File: src/hw/arith_pkg.sv
// Operands and results are unsigned and wrap modulo 2^data_width, and no signed or saturating form exists
package arith_pkg;

    localparam int data_width = 16;                 // Operand and result width

    // Opcode of the combining stage
    typedef enum logic
    {
        op_add = 1'b0,                              // a^5 + b^5, carry out in the top bit
        op_sub = 1'b1                               // a^5 - b^5, borrow in the top bit
    } op_e;

    // One upstream item
    typedef struct packed
    {
        op_e                     op;
        logic [data_width - 1:0] a;
        logic [data_width - 1:0] b;
    } operand_t;

    // One downstream item and one FIFO entry
    typedef struct packed
    {
        logic [data_width - 1:0] value;
        logic                    carry;             // Carry on add, borrow on subtract
    } result_t;

    // Register contents of one power pipeline stage
    typedef struct packed
    {
        logic                    vld;
        op_e                     op;                // Travels along as a tag
        logic [data_width - 1:0] x;                 // Original operand
        logic [data_width - 1:0] product;           // Running power of x
    } pow_stage_t;

endpackage

File: src/hw/flow_pkg.sv
// Latencies are fixed at build time, and the FIFO depth must cover every item in flight
package flow_pkg;

    // ##################################################################
    // Pipeline latencies

    localparam int pow_depth     = 5;               // x^5 needs five registered stages
    localparam int combine_depth = 1;               // Adder or subtractor is one register

    // Every item that can be in flight between acceptance and the FIFO
    localparam int total_depth = pow_depth + combine_depth;

    // ##################################################################
    // Credit counting

    // Counts from 0 up to total_depth inclusive
    localparam int credit_width = $clog2(total_depth + 1);

endpackage

File: src/hw/pow_5_pipelined_without_flow_control.sv
// The pipeline never stalls, so the consumer must always accept down_vld in the cycle it appears
`timescale 1ns/1ps

module pow_5_pipelined_without_flow_control
(
    input  logic                                clk,
    input  logic                                rst,

    input  logic                                up_vld,
    input  arith_pkg::op_e                      up_op,
    input  logic [arith_pkg::data_width - 1:0]  up_data,

    output logic                                down_vld,
    output arith_pkg::op_e                      down_op,
    output logic [arith_pkg::data_width - 1:0]  down_data
);

    import arith_pkg::*;
    import flow_pkg::*;

    // ##################################################################
    // Stage inputs and registers

    pow_stage_t stage_d [pow_depth];                // Value presented to each stage
    pow_stage_t stage_q [pow_depth];                // Value held by each stage

    always_comb
    begin
        // The first stage starts from a product of one, so it holds x itself
        stage_d[0] = '{
            vld:     up_vld,
            op:      up_op,
            x:       up_data,
            product: data_width'(1)
        };

        for (int i = 1; i < pow_depth; i++)
        begin
            stage_d[i] = stage_q[i - 1];
        end
    end

    // ##################################################################
    // Multiply stages

    generate
        for (genvar i = 0; i < pow_depth; i++)
        begin : g_stage
            always_ff @(posedge clk or posedge rst)
            begin
                if (rst)
                begin
                    stage_q[i].vld <= 1'b0;     // Only the valid bit is cleared
                end
                else
                begin
                    stage_q[i].vld     <= stage_d[i].vld;
                    stage_q[i].op      <= stage_d[i].op;
                    stage_q[i].x       <= stage_d[i].x;

                    // Product keeps only the low data_width bits
                    stage_q[i].product <= stage_d[i].product * stage_d[i].x;
                end
            end
        end
    endgenerate

    // ##################################################################
    // Output

    // Last stage holds x^5 five cycles after up_vld
    assign down_vld  = stage_q[pow_depth - 1].vld;
    assign down_op   = stage_q[pow_depth - 1].op;
    assign down_data = stage_q[pow_depth - 1].product;

endmodule

File: src/hw/power_combine.sv
// Both powers must arrive in the same cycle, and op and in_vld are taken from one side only
`timescale 1ns/1ps

module power_combine
(
    input  logic                                clk,
    input  logic                                rst,

    input  logic                                in_vld,
    input  arith_pkg::op_e                      op,
    input  logic [arith_pkg::data_width - 1:0]  pow_a,
    input  logic [arith_pkg::data_width - 1:0]  pow_b,

    output logic                                out_vld,
    output arith_pkg::result_t                  out_data
);

    import arith_pkg::*;

    logic [data_width:0] wide;                      // One extra bit for carry or borrow

    // Zero-extended operands put the carry or the borrow into the top bit
    always_comb
    begin
        case (op)
            op_add:  wide = {1'b0, pow_a} + {1'b0, pow_b};
            op_sub:  wide = {1'b0, pow_a} - {1'b0, pow_b};  // Top bit set when pow_b > pow_a
            default: wide = '0;
        endcase
    end

    always_ff @(posedge clk or posedge rst)
    begin
        if (rst)
        begin
            out_vld <= 1'b0;
        end
        else
        begin
            out_vld <= in_vld;
        end
    end

    always_ff @(posedge clk)
    begin
        out_data.value <= wide[data_width - 1:0];
        out_data.carry <= wide[data_width];
    end

endmodule

File: src/hw/flip_flop_fifo_with_counter.sv
// A push into a full FIFO without a pop in the same cycle is ignored, as is a pop from an empty one
`timescale 1ns/1ps

module flip_flop_fifo_with_counter
#(
    parameter int depth = flow_pkg::total_depth
)
(
    input  logic                clk,
    input  logic                rst,

    input  logic                push,
    input  logic                pop,
    input  arith_pkg::result_t  write_data,
    output arith_pkg::result_t  read_data,

    output logic                empty,
    output logic                full
);

    import arith_pkg::*;

    localparam int ptr_width = (depth > 1) ? $clog2(depth) : 1;
    localparam int cnt_width = $clog2(depth + 1);

    // ##################################################################
    // Storage and pointers

    result_t                mem [depth];            // Entries carry no reset

    logic [ptr_width - 1:0] wr_ptr;
    logic [ptr_width - 1:0] rd_ptr;
    logic [cnt_width - 1:0] cnt;

    logic                   wr_en;
    logic                   rd_en;

    // A pop frees the head slot on the same edge, so a full FIFO may take a push
    assign wr_en = push & (~full | pop);
    assign rd_en = pop & ~empty;

    always_ff @(posedge clk)
    begin
        if (wr_en)
        begin
            mem[wr_ptr] <= write_data;
        end
    end

    always_ff @(posedge clk or posedge rst)
    begin
        if (rst)
        begin
            wr_ptr <= '0;
            rd_ptr <= '0;
            cnt    <= '0;
        end
        else
        begin
            // Depth need not be a power of two, so pointers wrap explicitly
            if (wr_en)
                wr_ptr <= (wr_ptr == ptr_width'(depth - 1)) ? '0 : wr_ptr + ptr_width'(1);

            if (rd_en)
                rd_ptr <= (rd_ptr == ptr_width'(depth - 1)) ? '0 : rd_ptr + ptr_width'(1);

            case ({wr_en, rd_en})
                2'b10:   cnt <= cnt + cnt_width'(1);
                2'b01:   cnt <= cnt - cnt_width'(1);
                default: cnt <= cnt;            // Both or neither leave occupancy alone
            endcase
        end
    end

    // ##################################################################
    // Outputs

    assign read_data = mem[rd_ptr];                 // Head stays put until popped
    assign empty     = (cnt == '0);
    assign full      = (cnt == cnt_width'(depth));

endmodule

File: src/hw/pow_5_sum_with_credit_counter.sv
// Latency is fixed at 7 cycles to an empty FIFO, and up_rdy drops once 6 items are in flight
`timescale 1ns/1ps

module pow_5_sum_with_credit_counter
(
    input  logic                 clk,
    input  logic                 rst,

    input  logic                 up_vld,            // Upstream
    output logic                 up_rdy,
    input  arith_pkg::operand_t  up_data,

    output logic                 down_vld,          // Downstream
    input  logic                 down_rdy,
    output arith_pkg::result_t   down_data
);

    import arith_pkg::*;
    import flow_pkg::*;

    logic                    accept;                // Input taken this edge
    logic                    pop;                   // Output taken this edge

    logic                    pipe_a_vld;
    op_e                     pipe_a_op;
    logic [data_width - 1:0] pow_a;
    logic [data_width - 1:0] pow_b;

    logic                    comb_vld;
    result_t                 comb_data;

    logic                    fifo_empty;

    // ##################################################################
    // Power pipelines

    pow_5_pipelined_without_flow_control pipe_a
    (
        .clk       (clk),
        .rst       (rst),
        .up_vld    (accept),
        .up_op     (up_data.op),
        .up_data   (up_data.a),
        .down_vld  (pipe_a_vld),
        .down_op   (pipe_a_op),
        .down_data (pow_a)
    );

    // Valid and opcode match pipe_a by construction, so only the power is taken
    pow_5_pipelined_without_flow_control pipe_b
    (
        .clk       (clk),
        .rst       (rst),
        .up_vld    (accept),
        .up_op     (up_data.op),
        .up_data   (up_data.b),
        .down_vld  (),
        .down_op   (),
        .down_data (pow_b)
    );

    power_combine i_combine
    (
        .clk      (clk),
        .rst      (rst),
        .in_vld   (pipe_a_vld),
        .op       (pipe_a_op),
        .pow_a    (pow_a),
        .pow_b    (pow_b),
        .out_vld  (comb_vld),
        .out_data (comb_data)
    );

    // ##################################################################
    // Output FIFO

    flip_flop_fifo_with_counter #(.depth(total_depth)) i_fifo
    (
        .clk        (clk),
        .rst        (rst),
        .push       (comb_vld),                     // Credits guarantee room
        .pop        (pop),
        .write_data (comb_data),
        .read_data  (down_data),
        .empty      (fifo_empty),
        .full       ()
    );

    // ##################################################################
    // Credit counter and handshake

    logic [credit_width - 1:0] credit;
    logic [credit_width - 1:0] credit_next;

    always_comb
    begin
        case ({accept, pop})
            2'b10:   credit_next = credit - credit_width'(1);
            2'b01:   credit_next = credit + credit_width'(1);
            default: credit_next = credit;
        endcase
    end

    always_ff @(posedge clk or posedge rst)
    begin
        if (rst)
        begin
            credit <= credit_width'(total_depth);   // One credit per FIFO slot
        end
        else
        begin
            credit <= credit_next;
        end
    end

    assign up_rdy   = (credit != '0);               // Independent of up_vld
    assign accept   = up_vld & up_rdy;

    // A result is offered for as long as the FIFO holds one
    assign down_vld = ~fifo_empty;
    assign pop      = down_vld & down_rdy;

endmodule

File: config.mk
export PLATFORM = sky130hd
export DESIGN_NAME = pow_5_sum_with_credit_counter
export DESIGN_NICKNAME = d
export VERILOG_FILES = /design/src/hw/arith_pkg.sv /design/src/hw/flow_pkg.sv /design/src/hw/pow_5_pipelined_without_flow_control.sv /design/src/hw/power_combine.sv /design/src/hw/flip_flop_fifo_with_counter.sv /design/src/hw/pow_5_sum_with_credit_counter.sv
export SDC_FILE = /design/constraint.sdc
export NUM_CORES = 2
export LEC_CHECK = 0
export BUFFER_PORTS_ARGS = -buffer_cell sky130_fd_sc_hd__buf_2
export CORE_ASPECT_RATIO = 0.7
export CORE_MARGIN = 1.5
export CORE_UTILIZATION = 40
export CTS_CLUSTER_SIZE = 16
export DETAILED_ROUTE_END_ITERATION = 12
export GPL_TIMING_DRIVEN = 0
export SETUP_SLACK_MARGIN = 0.02
export SLEW_MARGIN = 20
export SYNTH_ARGS = -nofsm -noshare
export SYNTH_HDL_FRONTEND = slang
export SYNTH_HIERARCHICAL = 1
export SYNTH_SLANG_ARGS = --single-unit
File: constraint.sdc
create_clock -name clk -period 5.15 [get_ports clk]
set_input_delay 0.2575 -clock clk [delete_from_list [all_inputs] [get_ports clk]]
set_output_delay 0.2575 -clock clk [all_outputs]
set_load 0.02 [all_outputs]
==> flow_summary.toml <==
[worst_setup_path]
cpPeakStageDelay_ps = 530
crit_required_ps = 5450
path_cells = "clkbuf_8 > and2_4 > fa_1 > inv_1 > fa_1 > inv_2 > fa_1 > fa_1 > fa_1 > inv_1 > fa_1 > inv_2 > ha_4 > and3_4 > nor4bb_2 > a2111oi_2 > o211ai_1"
path_buf_inv = 5
critPathSlowestCell = "fa_1"
startpoint_type = "flop"
criticalPathCategory = "reg -> reg"
cp_common_cell = "fa_1"
cpLargestDelayFamily = "adder cells"
cp.arrival_ps = 5700
end_kind = "flop"
crit_path_max_fanout = 4

[finish]
area_delta_synth_final_pct = 19.6
drive_above_1_share = 0.202
fill_cells = 9868
diodes = 0
final_area_sq_um = 52200
fin_nets = 5652

[synth]
avgSynthCellArea_sq_um = 10.5
syn_inst = 4173
syn_area_sq_um = 43600
yosysWarnings = 6

[cts]
h-tree-depth = 2
cts-root-buf = "clkbuf_16"
clk_latency_ps = 600
clock-sinks = 390
clockBufferDepth = 3
cts_buffers = 43
clkTransAtPathRegs_ps = 60
tritoncts = "yes"

[floorplanning]
rows = 101
initial_utilization = 0.403
die_h_microns = 279
dieArea_sq_um = 111000
ios = 56
fp.dieW_microns = 398
core_area_sq_um = 108000

[global_route]
antenna_found_initial = 5
grt_pass1_wl_microns = 170000
overflow = 0
gr-usage-all-layers = 0.195
grt_pass1_vias = 30700
grt_max_degree = 106

[run]
max_cap_viol_count = 0

[sta]
fmax_mhz = 185
finalCritPeriodShare = 1.05
post-route-min-period_ps = 5400
slew_violations = 0
tightest_slew_ps = 727
finalWorstSetupSlack_ps = -249
hold_viol = 0
rsz0062_at_grt = "true"
timing.setup.tns_ps = -3170
setup_violations = 24
fin_worst_skew_ps = 23.2
relSlewSlack = 0.515
fin_hold_ws_ps = 160

[routing]
drc = 1
drt-initial-drc-count = 1744
wl_per_cell_microns = 17.4
num_vias = 29000
viasPerCell = 4.78
firstDrtPassIters = 9
postRouteAntennaNets = 0
drt_wl_total_microns = 105000

[placed_design]
postPlaceCellArea_sq_um = 46300
portBuffers = 55
hpwl_microns = 79000
place_congestion = 0.855

[min_path]
hold_path_class = "in -> async"

[outcome]
violations = "design-rule violations, negative setup slack"
outcome = "complete, but fails checks"
[final timing paths]
| check | start | to | slack (ps) | depth (start not counted) |
|---|---|---|---|---|
| max reg2reg | pipe_b/stage_d[54] | pipe_b/stage_d[14] | -250 | 17 |
| max in group asynchronous | rst | i_fifo/wr_ptr[1] | 4570 | 3 |
| min reg2reg | pipe_a/down_vld | i_combine/out_vld | 350 | 0 |
| max | pipe_b/stage_d[54] | pipe_b/stage_d[14] | -250 | 17 |
| min | rst | i_combine/out_vld | 160 | 3 |
| min in group clk | down_rdy | i_fifo/rd_ptr[0] | 280 | 4 |
[cells in the final DEF (no fill, tap or decap), types with 20 or more instances in the layout]
cell type / instances
inv_1: 863
fa_1: 577
nand2_1: 484
and2_1: 371
ha_1: 355
edfxtp_1: 355
buf_4: 232
xnor2_1: 212
inv_2: 84
xor2_1: 78
buf_2: 73
nor2_1: 53
a21oi_1: 51
buf_6: 49
ha_4: 49
and2_4: 48
clkbuf_16: 45
a21o_1: 41
dlygate4sd3_1: 35
fa_2: 32
clkbuf_8: 25
nand2_2: 22
o21ai_2: 20
[routing by layer]
metal | vias up | wire length, microns | GRT usage
met5 | - | 46 | 0
met4 | 6 | 1500 | 0.0334
met3 | 101 | 6500 | 0.0360
met2 | 638 | 44800 | 0.286
met1 | 14600 | 52600 | 0.300
li1 | 13700 | - | -
[flip-flops by register name (all words and copies together), names as in the netlist]
name                count
i_fifo/cnt              3
i_combine/out_vld       1
pipe_a/down_vld         1
pipe_a/stage_d        116
i_fifo/wr_ptr           3
i_fifo/mem            102
pipe_b/down_data       16
credit                  3
pipe_a/down_op          1
i_fifo/rd_ptr           3
pipe_b/stage_d        108
pipe_a/down_data       16
i_combine/out_data     17
[final cells by class]
type / count / area (sq um) / area share
tap: 1442 / 1800 / 0.0346
multi-input combinational: 2736 / 30000 / 0.575
timing repair buffer: 370 / 2980 / 0.0570
buffer: 103 / 935 / 0.0179
sequential: 390 / 11500 / 0.219
clock buffer: 50 / 1140 / 0.0219
clock inverter: 29 / 305 / 0.00585
inverter: 949 / 3570 / 0.0685
[worst min-delay path: stages]
cell and delay (ps):
dlygate4sd3_1 530, buf_2 200, inv_1 80
[through the flow]
step,worst slack (ps),utilization,cells
floorplan,-37.9,-,4187
global placement,-962,0.425,5684
detailed placement,-964,0.427,5700
CTS,-279,0.471,6016
global route,-414,0.482,6069
finish,-249,0.482,6069
[what timing repair did]
| action | 4_1_cts | 5_1_grt |
|---|---|---|
| endpoints found under the hold margin | 52 | 0 |
| resized for setup | 370 | 238 |
| hold buffers | 35 | 0 |
| setup endpoints to repair | 45 | 45 |
| buffers inserted | 206 | 53 |
| pin swaps | 218 | 163 |
| gates cloned | 5 | 1 |
Power is not shown: default switching activity piles up to over one toggle a cycle in this logic, so the estimate is an artifact.
